--- src/hdl/cache_geometry_pkg.sv ---
/*
 * Geometry of the data cache data array. The localparams and address-field
 * types here are shared by the fill/store unit, the banks and the load unit.
 * Modules refer to them by scoped name.
 */

package cache_geometry_pkg;

    // Byte address width seen by the load/store path
    localparam int ADDR_WIDTH = 32;

    // Width of one data word, which is also the width of one bank
    localparam int WORD_WIDTH = 32;

    // Bank select bits, one bank per word of the line
    localparam int BANK_ADDRESS = 2;
    localparam int BANK_NUMBER = 2 ** BANK_ADDRESS;

    // Byte within word, then bank, then set index
    localparam int OFFSET_BITS = 2;
    localparam int SET_BITS = 6;

    // Position of the bank and set fields inside a byte address
    localparam int BANK_LSB = OFFSET_BITS;
    localparam int SET_LSB = OFFSET_BITS + BANK_ADDRESS;

    typedef logic [ADDR_WIDTH - 1:0] addr_t;
    typedef logic [BANK_ADDRESS - 1:0] bank_idx_t;
    typedef logic [SET_BITS - 1:0] set_idx_t;
    typedef logic [OFFSET_BITS - 1:0] byte_off_t;
    typedef logic [WORD_WIDTH - 1:0] data_word_t;

endpackage : cache_geometry_pkg

--- src/hdl/riscv_lsu_pkg.sv ---
/*
 * Load/store width codes, in the RISC-V funct3 encoding, and the
 * byte-lane write mask used by stores into the data array.
 */

package riscv_lsu_pkg;

    typedef logic [2:0] ls_width_t;

    // Signed and word accesses
    localparam ls_width_t LS_BYTE = 3'd0;
    localparam ls_width_t LS_HALF = 3'd1;
    localparam ls_width_t LS_WORD = 3'd2;

    // Zero-extending loads
    localparam ls_width_t LS_BYTE_U = 3'd4;
    localparam ls_width_t LS_HALF_U = 3'd5;

    // This bit of the width code selects zero extension on loads
    localparam int UNSIGNED_BIT = 2;

    // One enable per byte lane, lane 0 is the least significant byte
    typedef logic [3:0] byte_mask_t;

endpackage : riscv_lsu_pkg

--- src/hdl/load_unit.sv ---
/*
 * Reader side of the data array. Issues the bank read in the cycle of the
 * load request and, one cycle later, aligns the returned word and sign- or
 * zero-extends the byte, halfword or word.
 */

`timescale 1ns/10ps

module load_unit (
    input  logic                            clk_i,
    input  logic                            reset_i,

    // Load request
    input  logic                            load_i,
    input  cache_geometry_pkg::addr_t       load_addr_i,
    input  riscv_lsu_pkg::ls_width_t        load_width_i,

    // Read port towards the data array
    output logic                            rd_en_o,
    output cache_geometry_pkg::bank_idx_t   rd_bank_o,
    output cache_geometry_pkg::set_idx_t    rd_set_o,
    input  cache_geometry_pkg::data_word_t  rd_data_i,

    // Load result
    output logic                            load_valid_o,
    output cache_geometry_pkg::data_word_t  load_data_o
);

    // --------------------
    // Request stage
    // --------------------

    cache_geometry_pkg::byte_off_t load_off;

    // The array read goes out in the same cycle as the request
    assign rd_en_o = load_i;
    assign rd_bank_o = load_addr_i[cache_geometry_pkg::BANK_LSB
                                   +: cache_geometry_pkg::BANK_ADDRESS];
    assign rd_set_o = load_addr_i[cache_geometry_pkg::SET_LSB +: cache_geometry_pkg::SET_BITS];
    assign load_off = load_addr_i[cache_geometry_pkg::OFFSET_BITS - 1:0];

    cache_geometry_pkg::byte_off_t off_q;
    riscv_lsu_pkg::ls_width_t width_q;

    always_ff @(posedge clk_i) begin
        if (reset_i) begin
            load_valid_o <= 1'b0;
        end else begin
            load_valid_o <= load_i;
        end
    end

    // Offset and width travel alongside the read
    always_ff @(posedge clk_i) begin
        if (load_i) begin
            off_q <= load_off;
            width_q <= load_width_i;
        end
    end

    // --------------------
    // Return stage
    // --------------------

    cache_geometry_pkg::data_word_t shifted;
    logic sign_en;

    always_comb begin
        // Move the addressed lane down to bit 0
        shifted = rd_data_i >> {off_q, 3'b000};
        sign_en = !width_q[riscv_lsu_pkg::UNSIGNED_BIT];
        case (width_q)
            riscv_lsu_pkg::LS_BYTE, riscv_lsu_pkg::LS_BYTE_U: begin
                load_data_o = {{24{sign_en & shifted[7]}}, shifted[7:0]};
            end
            riscv_lsu_pkg::LS_HALF, riscv_lsu_pkg::LS_HALF_U: begin
                load_data_o = {{16{sign_en & shifted[15]}}, shifted[15:0]};
            end
            default: load_data_o = shifted;
        endcase
    end

    // Halfwords on even bytes, words on word boundaries
    a_load_aligned: assert property (@(posedge clk_i) disable iff (reset_i)
        load_i |-> (load_width_i[1:0] == 2'd0)
                || (load_width_i[1:0] == 2'd1 && !load_off[0])
                || (load_width_i[1:0] == 2'd2 && load_off == '0))
        else $error("misaligned load");

endmodule : load_unit

--- config.mk ---
export PLATFORM = sky130hd
export DESIGN_NAME = load_unit
export DESIGN_NICKNAME = d
export VERILOG_FILES = /design/src/hdl/cache_geometry_pkg.sv /design/src/hdl/riscv_lsu_pkg.sv /design/src/hdl/load_unit.sv
export SDC_FILE = /design/constraint.sdc
export NUM_CORES = 1
export LEC_CHECK = 0
export BUFFER_PORTS_ARGS = -buffer_cell sky130_fd_sc_hd__buf_2
export CORE_MARGIN = 2
export CORE_UTILIZATION = 30
export CTS_BUF_LIST = sky130_fd_sc_hd__clkbuf_16
export DETAILED_ROUTE_END_ITERATION = 12
export HOLD_SLACK_MARGIN = 0.08
export PLACE_DENSITY = 0.77
export SLEW_MARGIN = 20
export SYNTH_ARGS = -nofsm -noshare
export SYNTH_HDL_FRONTEND = slang
export SYNTH_SLANG_ARGS = --single-unit
--- constraint.sdc ---
create_clock -name clk_i -period 1.51 [get_ports clk_i]
set_input_delay 0.151 -clock clk_i [delete_from_list [all_inputs] [get_ports clk_i]]
set_output_delay 0.151 -clock clk_i [all_outputs]
set_load 0.02 [all_outputs]
* Word level (Yosys, flattened, before mapping)
Cells that the tools add are included.
Cells by class: eq/ne operators 3, shifts and indexed selects 1, mux-type cells 1, bitwise logic cells 2, reduce and logical (&&, ||, !) cells 4
Operators with widths (number):
- 32-bit one-hot mux with 2 select lines | 1
- 32-bit by 5-bit >> shifter with 32-bit output | 1
- 3-bit equality test (second input constant) | 2
- 2-bit OR reduction | 2
- 3-bit by 1-bit equality test with 1-bit output (second input constant) | 1
- 3-bit zero test | 1
- 1-bit AND | 2
- 1-bit zero test | 1
Word-level totals: register bits 6, output and inout bits 42, logic and storage cells 14

* Depth between registers and ports, before layout
depth in word-level cells 3, mapped depth 6

* Worst setup path after synthesis
OpenSTA, ideal clock, no wires.
kind reg-to-output, start reg off_q[0], end out load_data_o[10], arrival time 1.673 ns, data required time 1.359 ns, path slack -0.314 ns, stages on the path, launching flop included 6, buffers on the path 1, cells stage by stage edfxtp_1 > buf_6 > mux2i_4 > mux2i_1 > a21boi_2 > nor2_1
Between the ends: cells in the longest elaborated chain, start to end 3
Ends and longest elaborated chain:
- from (decl) | line load_unit.sv:42 | cache_geometry_pkg::byte_off_t off_q;
- from (signal assigned) | line load_unit.sv:56 | off_q <= load_off;
- 32-bit by 5-bit >> shifter with 32-bit output (*) | line load_unit.sv:70 | shifted = rd_data_i >> {off_q, 3'b000};
- 1-bit AND | line load_unit.sv:74 | load_data_o = {{24{sign_en & shifted[7]}}, shifted[7:0]};
- 32-bit one-hot mux with 2 select lines (*) | line load_unit.sv:72 | case (width_q)
- to (decl) | line load_unit.sv:26 | output cache_geometry_pkg::data_word_t load_data_o
Mark *: on every way between the ends. The rest lies on a longest branch, timed or not.

* Worst setup path in the final report
start reg off_q[0], end out load_data_o[13]
The elaborated chain is that of the path after synthesis.

==> summary.md <==
| Metric | Value |
|---|---|
| Status | `complete, but fails checks` |
| Failing checks | `setup timing` |
| Slew margin rel. | `0.816` |
| Critical Path AT | `1.81 ns` |
| Die height | `60.2 µm` |
| Max-slew violations | `0` |
| RSZ-0062 raised after global routing | `yes` |
| Die area | `3630 µm²` |
| Hold Fails Final Rpt | `0` |
| Clk slew on worst S/H paths | `0.03 ns` |
| Via density | `5.19` |
| Largest net degree at the start of global routing | `21` |
| Top Ports | `112` |
| First-pass GRT wire length | `5.76 mm` |
| Maximum VDD drop | `543 µV` |
| CTS Buffer Depth | `2` |
| Number of nets in the layout | `276` |
| Mapped Cells | `123` |
| Port Buffers | `73` |
| WL per Instance | `15.9 µm` |
| Worst-Margin Slew | `0.269 ns` |
| Max Clk Rate | `511 MHz` |
| Synth warnings | `0` |
| Power Dens Cells | `808 nW/µm²` |
| RD Place Congestion | `0.763` |
| Setup CP Type | `register to primary output` |
| Overflow after GRT | `0` |
| Crit-path max FO | `8` |
| Crit end category | `primary output` |
| Final WL | `3.95 mm` |
| #FFs+latches synth | `6` |
| Cell area after synthesis | `948 µm²` |
| Max-cap violation count | `0` |
| Final setup vio count | `32` |
| CP startpoint kind | `register` |
| Register area | `170 µm²` |
| Die W | `60.2 µm` |
| Leakage | `0.917 nW` |
| Root Buffer | `clkbuf_16` |
| DR iter-0 viols | `44` |
| ANT nets after route | `0` |
| CP required | `1.36 ns` |
| CTS tree | `yes` |
| Tcrit/Tclk final | `1.30` |
| Vias in the first global route | `1249` |
| Dpl ws | `-0.228 ns` |
| Post-DP HPWL | `2.57 mm` |
| Mean Syn Cell Area | `7.71 µm²` |
| Share of cells above drive strength 1 | `0.707` |
| GRT Util Overall | `0.213` |
| First drt pass iteration count | `4` |
| Crit path time final | `1.96 ns` |
| CTS Buf Count | `3` |
| Area Growth Syn to Fin | `112%` |
| Antenna violations before repair | `0` |
| Initial Utilization | `0.313` |
| Multi-input gate area | `905 µm²` |
| DRC viols | `0` |
| Fin worst setup slack | `-0.446 ns` |
| N_diodes | `0` |
| Area of the core | `3030 µm²` |
| Setup TNS | `-12.44 ns` |
| Fillers | `236` |
| Routed vias | `1292` |
| Unique masters post-synth | `22` |
| FP Rows | `20` |
| Synth Net Count | `193` |
| Clk sinks | `6` |
| H-tree levels | `1` |
| Final Hold Slack | `0.0969 ns` |
| Min-Delay Path Class | `input port to register` |
| Seq/Total Area, Yosys | `0.179` |
repair_timing:
action,in CTS,in global routing
gates cloned,1,1
setup endpoints to repair,32,32
setup buffers,3,1
pin swaps,8,3
hold buffers,1,0
resized for setup,98,13
hold endpoints to repair,1,0
layout by cell type, fill, tap and decap left out, types with 2 or more instances in the layout:
master / count
a211oi_1: 6
a211oi_2: 8
a21oi_1: 6
buf_12: 3
buf_2: 42
buf_4: 21
buf_6: 27
clkbuf_16: 4
edfxtp_1: 5
inv_1: 2
mux2i_1: 11
mux2i_2: 4
mux2i_4: 5
nand2_1: 9
nand2_2: 4
nand2_4: 3
nor2_1: 10
nor2_2: 3
nor2_4: 5
nor2b_1: 7
o21ai_2: 7
cell families after synthesis:
group / after synthesis / synth area share
and+or+nand+nor: 46 / 0.223
muxes: 20 / 0.224
buffers and inverters: 19 / 0.135
DFF: 6 / 0.179
AOI/OAI and AO/OA: 32 / 0.239
final timing paths:
kind                      startpoint              end  slack (ns)  cells past startpoint
worst max-delay path        off_q[0]  load_data_o[13]       -0.45                      7
worst min-delay path  load_addr_i[1]         off_q[1]         0.1                      1
cells in the mapped netlist, drive strengths merged:
cell     n  area (µm²)
a311oi   1        15.0
a21boi   1        11.3
nand2   16        60.1
o21ai    8        47.6
dfxtp    1        20.0
a21oi    7        35.0
edfxtp   5         150
nor2    18        67.6
o211ai   1        12.5
a211oi  14         105
mux2i   20         213
inv      1        3.75
clkbuf   3        11.3
buf     15         113
nand3b   1        7.51
nand2b   2        20.0
nor2b    9        56.3
per-stage QoR:
step           area (µm²)  cells  power (mW)   util
6_report             2010    249        1.62  0.663
5_1_grt              2010    249        1.70  0.663
4_1_cts              1930    248        1.56  0.637
3_5_place_dp         1430    239       0.874  0.473
3_3_place_gp         1430    239       0.865  0.473
2_1_floorplan         996    123       0.654      -
flip-flops by register name (all words and copies together), names as in the netlist:
register,flops
width_q,3
off_q,2
load_valid_o,1
layout make-up:
class | count | area share
clock inverters | 1 | 0.00187
clock buffers | 3 | 0.0374
well taps | 44 | 0.0274
repair buffers | 96 | 0.396
flip-flops and latches | 6 | 0.0848
multi-input cells | 98 | 0.451
inverters | 1 | 0.00187
critical path, cell delays in order, from the launching register on:
cell,delay [ns]
edfxtp_1,0.48
buf_6,0.17
mux2i_4,0.19
mux2i_4,0.22
a21boi_4,0.10
buf_12,0.16
nor2_2,0.13
buf_6,0.13
per-layer routing:
| metal | wire [µm] | share of wire | vias to the layer above | GRT usage |
|---|---|---|---|---|
| met2 | 2000 | 0.51 | 61 | 0.374 |
| met1 | 1590 | 0.40 | 615 | 0.248 |
| met4 | 154 | 0.039 | 0 | 0.105 |
| li1 | - | - | 600 | - |
| met5 | 0 | 0 | - | 0 |
| met3 | 203 | 0.051 | 16 | 0.0325 |
report_power, final:
part | switching [mW] | internal (mW)
sequential | 0.0157 | 0.195
combinational | 0.497 | 0.482
clock | 0.0893 | 0.343
total | 0.602 | 1.02
Note: power is estimated with default switching activity, not from simulation.
