===== config.mk =====
export PLATFORM = sky130hd
export DESIGN_NAME = fill_store_unit
export DESIGN_NICKNAME = d
export VERILOG_FILES = /design/src/hdl/cache_geometry_pkg.sv /design/src/hdl/riscv_lsu_pkg.sv /design/src/hdl/fill_store_unit.sv
export SDC_FILE = /design/constraint.sdc
export NUM_CORES = 1
export LEC_CHECK = 0
export ABC_AREA = 0
export ABC_CLOCK_PERIOD_IN_PS = 2100
export BUFFER_PORTS_ARGS = -buffer_cell sky130_fd_sc_hd__buf_2
export CORE_MARGIN = 2
export CORE_UTILIZATION = 40
export DETAILED_ROUTE_END_ITERATION = 16
export PLACE_DENSITY_LB_ADDON = 0.2
export SYNTH_ARGS = -nofsm -noshare
export SYNTH_HDL_FRONTEND = slang
export SYNTH_SLANG_ARGS = --single-unit

===== constraint.sdc =====
create_clock -name clk_i -period 2.1 [get_ports clk_i]
set_input_delay 0.21 -clock clk_i [delete_from_list [all_inputs] [get_ports clk_i]]
set_output_delay 0.21 -clock clk_i [all_outputs]
set_load 0.05 [all_outputs]

===== src/hdl/cache_geometry_pkg.sv =====
/*
 * Geometry of the data cache data array. The localparams and address-field
 * types here are shared by the fill/store unit, the banks and the load unit.
 * Modules refer to them by scoped name.
 */

package cache_geometry_pkg;

    // Byte address width seen by the load/store path
    localparam int ADDR_WIDTH = 32;

    // Width of one data word, which is also the width of one bank
    localparam int WORD_WIDTH = 32;

    // Bank select bits, one bank per word of the line
    localparam int BANK_ADDRESS = 2;
    localparam int BANK_NUMBER = 2 ** BANK_ADDRESS;

    // Byte within word, then bank, then set index
    localparam int OFFSET_BITS = 2;
    localparam int SET_BITS = 6;

    // Position of the bank and set fields inside a byte address
    localparam int BANK_LSB = OFFSET_BITS;
    localparam int SET_LSB = OFFSET_BITS + BANK_ADDRESS;

    typedef logic [ADDR_WIDTH - 1:0] addr_t;
    typedef logic [BANK_ADDRESS - 1:0] bank_idx_t;
    typedef logic [SET_BITS - 1:0] set_idx_t;
    typedef logic [OFFSET_BITS - 1:0] byte_off_t;
    typedef logic [WORD_WIDTH - 1:0] data_word_t;

endpackage : cache_geometry_pkg


===== src/hdl/riscv_lsu_pkg.sv =====
/*
 * Load/store width codes, in the RISC-V funct3 encoding, and the
 * byte-lane write mask used by stores into the data array.
 */

package riscv_lsu_pkg;

    typedef logic [2:0] ls_width_t;

    // Signed and word accesses
    localparam ls_width_t LS_BYTE = 3'd0;
    localparam ls_width_t LS_HALF = 3'd1;
    localparam ls_width_t LS_WORD = 3'd2;

    // Zero-extending loads
    localparam ls_width_t LS_BYTE_U = 3'd4;
    localparam ls_width_t LS_HALF_U = 3'd5;

    // This bit of the width code selects zero extension on loads
    localparam int UNSIGNED_BIT = 2;

    // One enable per byte lane, lane 0 is the least significant byte
    typedef logic [3:0] byte_mask_t;

endpackage : riscv_lsu_pkg


===== src/hdl/fill_store_unit.sv =====
/*
 * Writer side of the data array. Refills a whole line from the memory return
 * stream, one word per strobe in bank order, and merges CPU byte, halfword
 * and word stores into the addressed bank. All write outputs are registered.
 */

`timescale 1ns/10ps

module fill_store_unit (
    input  logic                            clk_i,
    input  logic                            reset_i,

    // Line refill stream
    input  logic                            fill_start_i,
    input  cache_geometry_pkg::set_idx_t    fill_set_i,
    input  logic                            fill_word_i,
    input  cache_geometry_pkg::data_word_t  fill_data_i,

    // CPU store
    input  logic                            store_i,
    input  cache_geometry_pkg::addr_t       store_addr_i,
    input  riscv_lsu_pkg::ls_width_t        store_width_i,
    input  cache_geometry_pkg::data_word_t  store_data_i,

    // Refill status
    output logic                            fill_busy_o,
    output logic                            fill_done_o,

    // Write port towards the data array
    output logic                            wr_en_o,
    output cache_geometry_pkg::bank_idx_t   wr_bank_o,
    output cache_geometry_pkg::set_idx_t    wr_set_o,
    output riscv_lsu_pkg::byte_mask_t       wr_mask_o,
    output cache_geometry_pkg::data_word_t  wr_data_o
);

    typedef enum logic [0:0] {
        IDLE,
        FILL
    } fill_state_t;

    fill_state_t state_q;

    // Set being refilled and the bank that takes the next fill word
    cache_geometry_pkg::set_idx_t fill_set_q;
    cache_geometry_pkg::bank_idx_t fill_bank_q;

    logic fill_accept;
    logic last_word;

    // A fill word only counts while a refill is running
    assign fill_accept = (state_q == FILL) && fill_word_i;
    assign last_word = fill_bank_q == cache_geometry_pkg::bank_idx_t'(
        cache_geometry_pkg::BANK_NUMBER - 1);

    assign fill_busy_o = (state_q == FILL);

    // --------------------
    // Refill FSM
    // --------------------

    always_ff @(posedge clk_i) begin
        if (reset_i) begin
            state_q <= IDLE;
            fill_bank_q <= '0;
            fill_done_o <= 1'b0;
        end else begin
            fill_done_o <= 1'b0;
            case (state_q)
                IDLE: begin
                    if (fill_start_i) begin
                        state_q <= FILL;
                        fill_bank_q <= '0;
                    end
                end
                FILL: begin
                    if (fill_word_i) begin
                        fill_bank_q <= fill_bank_q + 1'b1;
                        // The last bank closes the refill
                        if (last_word) begin
                            state_q <= IDLE;
                            fill_done_o <= 1'b1;
                        end
                    end
                end
                default: state_q <= IDLE;
            endcase
        end
    end

    // The refill set is captured once per line
    always_ff @(posedge clk_i) begin
        if (fill_start_i && (state_q == IDLE)) begin
            fill_set_q <= fill_set_i;
        end
    end

    // --------------------
    // Store merge
    // --------------------

    cache_geometry_pkg::byte_off_t store_off;
    riscv_lsu_pkg::byte_mask_t store_mask;
    cache_geometry_pkg::data_word_t store_lanes;

    assign store_off = store_addr_i[cache_geometry_pkg::OFFSET_BITS - 1:0];

    // Narrow data is copied onto every lane, the mask then picks the right one
    always_comb begin
        case (store_width_i)
            riscv_lsu_pkg::LS_BYTE: begin
                store_lanes = {4{store_data_i[7:0]}};
                store_mask = 4'b0001 << store_off;
            end
            riscv_lsu_pkg::LS_HALF: begin
                store_lanes = {2{store_data_i[15:0]}};
                store_mask = 4'b0011 << store_off;
            end
            default: begin
                store_lanes = store_data_i;
                store_mask = 4'b1111;
            end
        endcase
    end

    // --------------------
    // Write outputs
    // --------------------

    always_ff @(posedge clk_i) begin
        if (reset_i) begin
            wr_en_o <= 1'b0;
        end else begin
            wr_en_o <= store_i || fill_accept;
        end
    end

    // Stores and fill words never overlap, since stores are illegal while busy
    always_ff @(posedge clk_i) begin
        if (fill_accept) begin
            wr_bank_o <= fill_bank_q;
            wr_set_o <= fill_set_q;
            wr_mask_o <= 4'b1111;
            wr_data_o <= fill_data_i;
        end else if (store_i) begin
            wr_bank_o <= store_addr_i[cache_geometry_pkg::BANK_LSB
                                      +: cache_geometry_pkg::BANK_ADDRESS];
            wr_set_o <= store_addr_i[cache_geometry_pkg::SET_LSB +: cache_geometry_pkg::SET_BITS];
            wr_mask_o <= store_mask;
            wr_data_o <= store_lanes;
        end
    end

    // --------------------
    // Environment rules
    // --------------------

    // A refill owns the write port until its done pulse
    a_no_start_when_busy: assert property (@(posedge clk_i) disable iff (reset_i)
        fill_busy_o |-> !(store_i || fill_start_i))
        else $error("store or fill start while a refill is running");

    a_no_word_when_idle: assert property (@(posedge clk_i) disable iff (reset_i)
        (state_q == IDLE) |-> !fill_word_i)
        else $error("fill word with no refill running");

    // Misaligned stores are not supported
    a_half_aligned: assert property (@(posedge clk_i) disable iff (reset_i)
        (store_i && store_width_i == riscv_lsu_pkg::LS_HALF) |-> !store_off[0])
        else $error("misaligned halfword store");

    a_word_aligned: assert property (@(posedge clk_i) disable iff (reset_i)
        (store_i && store_width_i == riscv_lsu_pkg::LS_WORD) |-> (store_off == '0))
        else $error("misaligned word store");

endmodule : fill_store_unit


### Word-level counts from Yosys, hierarchy flattened

Cells that the tools add are included.
W data, S select, Z words.

| word-level totals | value |
|---|---|
| flip-flop bits (word level) | 55 |
| output and inout bits | 47 |
| logic and storage cells | 41 |

| operators by class | value |
|---|---|
| add/sub/neg operators | 1 |
| eq/ne operators | 4 |
| shift operators | 2 |
| muxes and demuxes | 16 |
| bitwise gates (word level) | 2 |
| reduce and logical (&&, ||, !) cells | 7 |

Operators with widths:

| kind | number |
|---|---|
| $mux W32 | 2 |
| $pmux W32 S2 | 1 |
| $mux W6 | 2 |
| $mux W2 | 4 |
| $pmux W4 S2 | 1 |
| $mux W1 | 4 |
| $ne A2 B2 Y1 const B | 2 |
| $pmux W2 S2 | 1 |
| $shl A1 B2 Y4 const A | 1 |
| $shl A2 B2 Y4 const A | 1 |
| $eq A3 B1 Y1 const B | 1 |
| $logic_not A3 Y1 | 1 |
| $reduce_or A3 Y1 | 1 |
| $add A2 B1 Y2 const B | 1 |
| $eq A2 B2 Y1 const B | 1 |
| $logic_and A1 B1 Y1 | 2 |
| $not A1 Y1 | 2 |
| $pmux W1 S2 | 1 |
| $reduce_and A2 Y1 | 1 |
| $reduce_bool A2 Y1 | 1 |
| $logic_or A1 B1 Y1 | 1 |

### Logic depth before layout (Yosys ltp)

Gate-level depths: netlist of run 1.

| depth | value |
|---|---|
| depth after elaboration | 4 |
| mapped depth | 5 |

### Least setup slack after synthesis of run 1

OpenSTA, ideal clock, no wires.

| timing path | value |
|---|---|
| path type | register -> register |
| start point | register state_q (netlist: fill_busy_o) |
| end point | register wr_bank_o[0] (enable) |
| setup time | 404 ps |
| arrival | 1,774 ps |
| data required time | 1,696 ps |
| setup slack | -78 ps |
| stages on the path, launching flop included | 3 |
| buffers on the path | 0 |
| clock period less this slack | 2,178 ps |
| cells stage by stage | dfxtp_1 > nand2_1 > nand2b_1 |

| on the way | value |
|---|---|
| word-level cells in the longest chain between the ends | 2 |

RTL lines:

| item | RTL line | source |
|---|---|---|
| start: declaration | fill_store_unit.sv:42 | `fill_state_t state_q;` |
| start signal: assignment | fill_store_unit.sv:64 | `state_q <= IDLE;` |
| start signal: assignment | fill_store_unit.sv:72 | `state_q <= FILL;` |
| start signal: assignment | fill_store_unit.sv:81 | `state_q <= IDLE;` |
| $logic_and A1 B1 Y1 | fill_store_unit.sv:52 | `assign fill_accept = (state_q == FILL) && fill_word_i;` |
| $reduce_bool A2 Y1 (no line) | n/a |  |
| end signal: assignment | fill_store_unit.sv:141 | `wr_bank_o <= fill_bank_q;` |
| end signal: assignment | fill_store_unit.sv:146 | `wr_bank_o <= store_addr_i[cache_geometry_pkg::BANK_LSB` |
| end: declaration | fill_store_unit.sv:31 | `output cache_geometry_pkg::bank_idx_t wr_bank_o,` |

Every way passes these cells.
A chain may end at the register's enable or synchronous reset.

### Final worst setup path of run 1

| timing path | value |
|---|---|
| start point | register state_q (netlist: fill_busy_o) |
| end point | register wr_data_o[10] (enable) |

| on the way | value |
|---|---|
| word-level cells in the longest chain between the ends | 2 |

RTL lines:

| item | RTL line | source |
|---|---|---|
| $logic_and A1 B1 Y1 | fill_store_unit.sv:52 |  |
| $reduce_bool A2 Y1 (no line) | n/a |  |
| end signal: assignment | fill_store_unit.sv:144 | `wr_data_o <= fill_data_i;` |
| end signal: assignment | fill_store_unit.sv:150 | `wr_data_o <= store_lanes;` |
| end: declaration | fill_store_unit.sv:34 | `output cache_geometry_pkg::data_word_t wr_data_o` |

Every way passes these cells.

==> out/metrics.csv, run 1 <==
stage,metric,value,unit
run_status,outcome,"complete, no violations",
cells_and_area,area_growth,31.9,%
critical_path,crit_path_end_kind,register,
timing,maxSlewHeadroom,53.0,%
floorplan,die-width,84.6,µm
timing,rsz0062_at_grt,false,
clocking,cts_root_buf,clkbuf_8,
clocking,clock-sinks,55,
timing,drv_slew,0,
timing,fin_ws,0.568,ns
cells_and_area,layout_commonest_cell,buf_2,
synthesis,yosys.area.top_type_share,53.2,%
critical_path,critPathLaunch,fill_busy_o,
placement,gp_congestion,0.811,
synthesis,synth_edf_count,46,
timing,fin_crit_sh,73.0,%
timing,setup_viol,0,
drt,drt_pass1_iterations,4,
synthesis,synth_area_leaders,"edfxtp_1, nand2_1, dfxtp_1, o21ai_0, mux2i_1",
cells_and_area,seqCellArea,0.00156,mm²
global_routing,antenna_found_initial,0,
clocking,post_cts_resized,0,
drt,wire_per_inst,14.6,µm
pwr,p_total,2.61,mW
pwr,power_leakage,1.52,nW
synthesis,yosysSeqAreaShare,60.1,%
floorplan,std_cell_rows,29,
hold_path,hold_path.class,input pin to register,
critical_path,required,2.11,ns
critical_path,start_kind,register,
drt,ant_nets,0,
drt,viasPerCell,4.98,
clocking,cts-htree-levels,2,
cells_and_area,fillers,608,
synthesis,synth_flop_cell,edfxtp_1,
floorplan,top_level_ports,157,
critical_path,rrSetupSlack,0.57,ns
clocking,clkTransAtPathRegs,0.12,ns
placement,post-dp-hpwl,4810,µm
timing,fin_setup_tns,0,ns
synthesis,yosysWarnings,0,
timing,final-hold-violation-count,0,
drt,vias,2267,
synthesis,yosys.area_share.adder,0.482,%
synthesis,synth_xor_area_share,0,%
clocking,postCtsSetupBuffers,0,
synthesis,syn_avg_cell_area,10.4,µm²
cells_and_area,drive_gt1_share,42.3,%
critical_path,rr_worst_depth,3,
placement,dpl_worst_slack,0.534,ns
global_routing,grt_overflow,0,
critical_path,worstReg2RegEnd,wr_data_o[10],
global_routing,grt_usage,18.9,%
cells_and_area,antennaDiodeCount,0,
floorplan,initial_core_util,41.1,%
global_routing,grt_pass1_vias,2192,
clocking,cts_tree,yes,
critical_path,critical_path.endpoint,wr_data_o[10],
drt,drc,0,
critical_path,critical_path_class,register to register,
critical_path,worstReg2RegStart,fill_busy_o,
pwr,peakVddDrop,0.455,mV
floorplan,core-area,0.00631,mm²
clocking,clock_latency,0.32,ns
pwr,power_density,762,mW/mm²
synthesis,synth_area_leader_cell,edfxtp_1,
synthesis,synth_compound_area_share,13.5,%
synthesis,synthArstFlopShare,0,%
synthesis,synth_fp_nets,360,
cells_and_area,final_cell_mix,"buf_2, nand2_1, edfxtp_1, o21ai_0, nor2_1",
floorplan,die_area,0.00715,mm²
placement,portBuffers,134,
synthesis,synth_cells,249,
run,drv_cap,0,
synthesis,synth-simple-area-share,19.0,%
timing,fin_crit,1.53,ns
clocking,ctsHoldBuffers,0,
cells_and_area,final_net_count,488,
critical_path,cp.arrival,1.54,ns
synthesis,synth_top_family_by_area,simple AND/OR/NAND/NOR gates,
drt,wl,6640,µm
drt,drt_iter0_drc,113,
timing,fin_worst_skew,0.0143,ns
synthesis,syn-cell-area,0.00260,mm²
timing,worst_pin_slew,0.705,ns
global_routing,grt_pass1_wl,10700,µm
synthesis,ys_types,30,
critical_path,crit_fanout,36,
synthesis,yosys-mux-area-fraction,3.08,%
clocking,cts_buffer_depth,2,
synthesis,ys_ff_latch,55,
clocking,cts-buffers-inserted,5,
cells_and_area,multi_input_area,942,µm²
timing,max_freq,653,MHz
floorplan,die_h,84.6,µm
global_routing,grt_max_degree,37,
## sequential cells by signal (all words and copies together) (netlist names)
name	cells
wr_data_o	32
fill_set_q	6
wr_set_o	6
wr_mask_o	4
fill_bank_q	2
wr_bank_o	2
fill_busy_o	1
fill_done_o	1
wr_en_o	1
## power by group
group | internal (mW) | leakage [nW] | switching, mW
Clock | 0.253 | 0.0511 | 0.386
Combinational | 0.183 | 0.942 | 0.475
Sequential | 1.29 | 0.530 | 0.0231
Total | 1.73 | 1.52 | 0.884
## layout make-up
class | instances | share of cell area (%)
inverter | 1 | 0.110
clock inverter | 3 | 0.840
sequential | 55 | 45.6
multi-input combinational | 176 | 27.5
clock buffer | 5 | 2.01
timing repair buffer | 138 | 21.2
tap | 77 | 2.81
## synthesized netlist by cell type, types with 2 or more instances
| cell type | n |
|---|---|
| a211oi_1 | 7 |
| a211oi_2 | 2 |
| a21oi_1 | 2 |
| a31oi_1 | 8 |
| buf_2 | 8 |
| buf_6 | 3 |
| clkbuf_1 | 6 |
| dfxtp_1 | 9 |
| edfxtp_1 | 46 |
| mux2i_1 | 8 |
| nand2_1 | 83 |
| nand2b_1 | 4 |
| nand3_1 | 2 |
| nor2_1 | 13 |
| nor2b_1 | 9 |
| o21ai_0 | 17 |
| o21ai_1 | 2 |
| o21ai_2 | 8 |
## logic make-up (layout without fill, tap and decap cells)
logic type / Yosys count / in the layout
compound gates: 51 / 51
fa+ha+maj: 1 / 1
buf+inv: 18 / 147
flops: 55 / 55
mux: 8 / 8
simple gates: 116 / 116
## routing by layer
| layer | GRT usage, % | share of wire [%] | vias up |
|---|---|---|---|
| li1 | - | - | 1130 |
| met1 | 24.2 | 41 | 1028 |
| met2 | 31.5 | 47 | 98 |
| met3 | 5.41 | 9.2 | 11 |
| met4 | 5.05 | 2.0 | 0 |
| met5 | 0 | 0 | - |
## critical path, stage by stage, from the launching register on
cell	delay (ns)
dfxtp_1	0.41
nand2_2	0.27
nand2b_2	0.29
buf_12	0.25
## how the worst min path moves through the flow
stage                             start              to  slack, ns  cells after the start
after floorplan                 reset_i  fill_bank_q[0]       0.28                      1
after global placement    fill_set_i[4]   fill_set_q[4]       0.39                      1
after detailed placement  fill_set_i[1]   fill_set_q[1]       0.39                      1
after CTS                 fill_set_i[1]   fill_set_q[1]       0.05                      1
after global routing      fill_set_i[2]   fill_set_q[2]       0.04                      1
final                     fill_set_i[1]   fill_set_q[1]       0.06                      1
## through the flow
stage	instance area, µm²	hold slack (ns)	utilization (%)	std cells
after floorplan	2600	0.279	-	249
after global placement	3330	0.386	52.7	447
after detailed placement	3330	0.388	52.7	447
after CTS	3430	0.0484	54.3	455
after global routing	3430	0.0397	54.3	455
final	3430	0.0558	54.3	455
Power figures use the tool's default switching activity.
==> run 2, diff against run 1 <==
Settings changed: ABC_CLOCK_PERIOD_IN_PS 2100 to 1500.
Clock period 2.1 ns to 1.5 ns, I/O delays scaled along.
==> run 2 against run 1 <==
Sequential share of layout area is 1.5 points lower; flip-flop and latch count unchanged; clock power grew 37%; cell count is 2.2% higher; via count decreased by 0.40%; routed wire length increased by 0.77%; hold slack worse by 0.048 ns; clock skew shrank 0.0039 ns; global-route usage fell by 0.26 points; combinational power grew 45%.
==> out/metrics.csv, run 2 (same netlist as run 1, synthesis figures left out) <==
stage,metric,value,unit,change
floorplan,die-width,84.6,µm,unchanged
placement,dpl_worst_slack,0.0953,ns,was 0.534 ns
critical_path,start_kind,register,,unchanged
global_routing,grt_pass1_wl,10400,µm,was 10700 µm
global_routing,grt_max_degree,48,,was 37
floorplan,initial_core_util,41.1,%,unchanged
cells_and_area,largest_register,wr_data_o,,unchanged
timing,maxSlewHeadroom,65.6,%,was 53.0%
clocking,clock-sinks,55,,unchanged
critical_path,worstReg2RegStart,fill_busy_o,,unchanged
floorplan,std_cell_rows,29,,unchanged
cells_and_area,multi_input_area,947,µm²,was 942 µm²
drt,drt_pass1_iterations,4,,unchanged
timing,final-hold-violation-count,0,,unchanged
floorplan,die_area,0.00715,mm²,unchanged
drt,wl,6690,µm,was 6640 µm
drt,drt_iter0_drc,119,,was 113
timing,rsz0062_at_grt,false,,unchanged
drt,wire_per_inst,14.4,µm,was 14.6 µm
critical_path,cp.arrival,1.20,ns,was 1.54 ns
critical_path,crit_fanout,11,,was 36
cells_and_area,finalNonFillerCells,465,,was 455
global_routing,antenna_found_initial,0,,unchanged
drt,viasPerCell,4.86,,was 4.98
cells_and_area,final_net_count,498,,was 488
cells_and_area,seqCellArea,0.00156,mm²,about the same
hold_path,hold_depth,1,,unchanged
critical_path,crit_path_end_kind,register,,unchanged
placement,portBuffers,134,,unchanged
clocking,cts_buffer_depth,2,,unchanged
pwr,peakVddDrop,0.578,mV,was 0.455 mV
cells_and_area,stdcell_area,0.00354,mm²,was 0.00343 mm²
timing,max_freq,856,MHz,was 653 MHz
drt,ant_nets,0,,unchanged
clocking,cts-buffers-inserted,5,,unchanged
cells_and_area,largest_reg_flops,32,,unchanged
cells_and_area,area_growth,36.4,%,was 31.9%
timing,drv_slew,0,,unchanged
cells_and_area,drive_gt1_share,42.8,%,was 42.3%
placement,placed_cell_area,0.00340,mm²,was 0.00333 mm²
hold_path,hold_path.class,input pin to register,,unchanged
clocking,clkTransAtPathRegs,0.11,ns,was 0.12 ns
cells_and_area,fillers,597,,was 608
cells_and_area,antennaDiodeCount,0,,unchanged
placement,post-dp-hpwl,4860,µm,was 4810 µm
drt,drc,0,,unchanged
global_routing,grt_usage,18.6,%,was 18.9%
clocking,cts_tree,yes,,unchanged
hold_path,hp-start,fill_set_i[3],,was fill_set_i[1]
clocking,cts_root_buf,clkbuf_8,,unchanged
clocking,clock_latency,0.31,ns,was 0.32 ns
floorplan,core-area,0.00631,mm²,unchanged
run_status,outcome,"complete, no violations",,unchanged
critical_path,critical_path_class,register to register,,unchanged
timing,fin_worst_skew,0.0103,ns,was 0.0143 ns
pwr,power_density,1030,mW/mm²,was 762 mW/mm²
timing,fin_crit,1.17,ns,was 1.53 ns
clocking,cts-htree-levels,2,,unchanged
timing,fin_setup_tns,0,ns,unchanged
placement,dp_cells,452,,was 447
cells_and_area,top_regs,"wr_data_o: 32 flops, fill_set_q: 6 flops, wr_set_o: 6 flops",,unchanged
critical_path,required,1.53,ns,was 2.11 ns
cells_and_area,final_cell_mix,"buf_2, nand2_1, edfxtp_1, o21ai_0, nor2_1",,unchanged
cells_and_area,layout_commonest_cell,buf_2,,unchanged
floorplan,die_h,84.6,µm,unchanged
clocking,postCtsSetupBuffers,0,,unchanged
timing,setup_viol,0,,unchanged
drt,vias,2258,,was 2267
run,drv_cap,0,,unchanged
timing,fin_crit_sh,77.8,%,was 73.0%
placement,gp_congestion,0.768,,was 0.811
global_routing,grt_pass1_vias,2210,,was 2192
timing,fin_ws,0.332,ns,was 0.568 ns
critical_path,rr_worst_depth,3,,unchanged
timing,worst_pin_slew,0.515,ns,was 0.705 ns
pwr,power_leakage,1.58,nW,was 1.52 nW
global_routing,grt_overflow,0,,unchanged
critical_path,critPathLaunch,fill_busy_o,,unchanged
floorplan,top_level_ports,157,,unchanged
[run 2: changes by cell type in the layout (fill, tap and decap cells not counted)]
| cell | change |
|---|---|
| dlygate4sd3_1 | +5 |
| buf_4 | +3 |
| buf_12 | +2 |
| clkinv_4 | +1 |
| dfxtp_1 | -1 |
| dfxtp_2 | +1 |
| inv_8 | -1 |
| nand2b_2 | -1 |
| nand2b_4 | +1 |
[run 2: final timing paths]
kind,to,slack [ns]
max reg2reg,wr_data_o[25],0.33
min,fill_set_q[3],0.008
max,wr_data_o[25],0.33
min reg2reg,wr_mask_o[1],0.50
[run 2: routing by layer]
layer,track usage (%),part of all wire [%],up-vias
met5,0,0,-
met4,5.19,1.8,0
met3,5.80,8.1,13
met2,32.5,48,96
met1,22.2,42,1001
li1,-,-,1148
[run 2: where the power goes]
| group | internal [mW] | switching (mW) |
|---|---|---|
| sequential | 1.81 | 0.0325 |
| combinational | 0.281 | 0.672 |
| clock | 0.345 | 0.529 |
[run 2: repair_timing]
action,CTS,global route
gates resized for setup,0,0
endpoints found under the hold margin,3,2
hold buffers,3,2
[run 2: layout make-up]
| type | count | share of cell area (%) |
|---|---|---|
| flip-flops and latches | 55 | 44.1 |
| multi-input cells | 176 | 26.7 |
| repair buffers | 148 | 23.7 |
| well taps | 77 | 2.72 |
| clock buffers | 5 | 1.94 |
| clock inverters | 3 | 0.742 |
| inverters | 1 | 0.106 |
[run 2: metrics by stage]
| step | utilization (%) | power, mW | hold WS (ns) |
|---|---|---|---|
| floorplan | - | 2.51 | 0.215 |
| finish | 56.1 | 3.67 | 0.00768 |
| global route | 56.1 | 3.81 | 0.000130 |
| detailed placement | 53.8 | 2.82 | 0.328 |
| CTS | 55.8 | 3.69 | 0.000798 |
| global placement | 53.8 | 2.81 | 0.326 |
[run 2: worst max-delay path, cell delays in order (launching register included)]
cell and delay (ns):
dfxtp_2 0.37, nand2_2 0.10, nand2b_4 0.19, buf_4 0.23
==> run 3, diff against run 2 <==
Settings changed: ABC_CLOCK_PERIOD_IN_PS 1500 to 1200.
Clock period 1.5 ns to 1.2 ns, I/O delays scaled along.
==> run 3 against run 2 <==
Via count rose by 4.8%; critical path type unchanged; power rose by 36%; sequential share of layout area fell by 1.7 points; hold slack improved by 0.0078 ns; combinational power rose by 29%; highest routed layer unchanged; die area did not move; fmax rose by 3.8%; setup slack got worse by 0.26 ns; sequential power rose by 25%; register-to-register slack got worse by 0.26 ns; first-iteration DRC count fell by 29%; cell count rose by 1.3%.
==> out/metrics.csv, run 3 (same netlist as run 1, synthesis figures left out) <==
stage,metric,value,unit,change
cells_and_area,largest_reg_flops,32,,unchanged
drt,ant_nets,0,,unchanged
cells_and_area,stdcell_area,0.00369,mm²,was 0.00354 mm²
placement,gp_congestion,0.761,,was 0.768
run,drv_cap,0,,unchanged
critical_path,required,1.25,ns,was 1.53 ns
timing,maxSlewHeadroom,70.3,%,was 65.6%
clocking,postCtsSetupBuffers,0,,unchanged
cells_and_area,top_regs,"wr_data_o: 32 flops, fill_set_q: 6 flops, wr_set_o: 6 flops",,unchanged
clocking,cts_root_buf,clkbuf_8,,unchanged
drt,vias,2366,,was 2258
timing,worst_pin_slew,0.446,ns,was 0.515 ns
placement,post-dp-hpwl,5150,µm,was 4860 µm
drt,viasPerCell,5.02,,was 4.86
pwr,power_density,1350,mW/mm²,was 1030 mW/mm²
placement,placed_cell_area,0.00346,mm²,was 0.00340 mm²
clocking,cts_buffer_depth,2,,unchanged
critical_path,cpPeakStageDelay,0.39,ns,was 0.37 ns
drt,drt_iter0_drc,85,,was 119
cells_and_area,drive_gt1_share,43.1,%,was 42.8%
drt,wl,7020,µm,was 6690 µm
global_routing,antenna_found_initial,0,,unchanged
timing,fin_ws,0.0756,ns,was 0.332 ns
cells_and_area,antennaDiodeCount,0,,unchanged
clocking,cts-buffers-inserted,5,,unchanged
floorplan,die-width,84.6,µm,unchanged
cells_and_area,largest_register,wr_data_o,,unchanged
timing,setup_viol,0,,unchanged
floorplan,die_area,0.00715,mm²,unchanged
critical_path,crit_path_top_delay_cell,dfxtp_4,,was dfxtp_2
critical_path,critical_path.cell_chain,"and2_4, buf_12, nand2_1, o21ai_0",,"was nand2_2, nand2b_4, buf_4"
timing,fin_setup_tns,0,ns,unchanged
timing,drv_slew,0,,unchanged
timing,fin_worst_skew,0.00880,ns,was 0.0103 ns
floorplan,std_cell_rows,29,,unchanged
clocking,clock-sinks,55,,unchanged
drt,drc,0,,unchanged
pwr,power_leakage,1.65,nW,was 1.58 nW
hold_path,hold_path.class,input pin to register,,unchanged
floorplan,initial_core_util,41.1,%,unchanged
timing,rsz0062_at_grt,false,,unchanged
critical_path,critPathLaunch,fill_busy_o,,unchanged
clocking,cts-htree-levels,2,,unchanged
cells_and_area,area_growth,42.0,%,was 36.4%
clocking,clock_latency,0.31,ns,about the same
run_status,outcome,"complete, no violations",,unchanged
critical_path,cp.arrival,1.18,ns,was 1.20 ns
drt,drt_pass1_iterations,4,,unchanged
clocking,cts_tree,yes,,unchanged
clocking,clkTransAtPathRegs,0.10,ns,was 0.11 ns
drt,wire_per_inst,14.9,µm,was 14.4 µm
cells_and_area,final_cell_mix,"buf_2, nand2_1, edfxtp_1, o21ai_0, nor2_1",,unchanged
hold_path,hp-start,reset_i,,was fill_set_i[3]
timing,fin_crit,1.12,ns,was 1.17 ns
global_routing,grt_max_degree,37,,was 48
timing,max_freq,889,MHz,was 856 MHz
global_routing,grt_usage,19.5,%,was 18.6%
critical_path,crit_buf_inv,1,,unchanged
critical_path,crit_family,flip-flops,,unchanged
placement,portBuffers,134,,unchanged
critical_path,crit_path_end_kind,register,,unchanged
critical_path,worstReg2RegStart,fill_busy_o,,unchanged
critical_path,start_kind,register,,unchanged
pwr,peakVddDrop,0.783,mV,was 0.578 mV
floorplan,core-area,0.00631,mm²,unchanged
global_routing,grt_pass1_vias,2317,,was 2210
timing,final-hold-violation-count,0,,unchanged
cells_and_area,layout_commonest_cell,buf_2,,unchanged
global_routing,grt_pass1_wl,11000,µm,was 10400 µm
floorplan,top_level_ports,157,,unchanged
critical_path,critical_path_class,register to register,,unchanged
timing,fin_crit_sh,93.7,%,was 77.8%
cells_and_area,final_net_count,504,,was 498
floorplan,die_h,84.6,µm,unchanged
critical_path,crit_fanout,23,,was 11
global_routing,grt_overflow,0,,unchanged
placement,dpl_worst_slack,-0.112,ns,was 0.0953 ns
run 3: cell types whose count changed in the layout (fill, tap and decap cells not counted), moves of 2 or more:
cell | before | now
bufinv_16 | 0 | 2
buf_4 | 5 | 7
inv_6 | 2 | 0
buf_12 | 4 | 6
run 3: per-layer routing:
metal	share of wire, %	GRT usage (%)
met1	41	24.0
met2	50	33.6
met3	6.4	4.92
met4	2.1	6.06
met5	0	0
run 3: area by class of cell:
class                           instances  area (µm²)
Clock buffer                            6        72.6
Clock inverter                          2        60.1
Fill cell                             584        2630
Inverter                                1        3.75
Multi-Input combinational cell        176         962
Sequential cell                        55        1570
Tap cell                               77        96.3
Timing Repair Buffer                  154         928
run 3: through the flow:
stage	instances	hold slack, ns	utilization (%)	total power, mW
floorplan	249	0.183	-	3.16
global placement	456	0.298	54.8	3.54
detailed placement	456	0.300	54.8	3.56
CTS	470	0.0126	57.9	5.00
global route	471	0.0189	58.4	5.17
finish	471	0.0155	58.4	4.99
run 3: worst paths after layout:
kind	endpoint	slack [ns]	cells past startpoint
min	fill_busy_o	0.02	2
max	wr_data_o[27]	0.08	4
min reg2reg	wr_mask_o[1]	0.49	1
max reg2reg	wr_data_o[27]	0.08	4
run 3: what timing repair did:
action / CTS / global route
endpoints found under the setup margin: 0 / 3
resized for setup: 0 / 1
endpoints found under the hold margin: 6 / 0
hold buffers: 6 / 0
run 3: where the power goes:
group	internal (mW)	switching, mW	leakage (nW)
combinational	0.384	0.850	1.05
clock	0.835	0.622	0.0654
sequential	2.26	0.0439	0.531
run 3: worst reg2reg max path: stages (launching register included):
cell and delay, ns:
dfxtp_4 0.39, and2_4 0.16, buf_12 0.16, nand2_1 0.09, o21ai_0 0.08
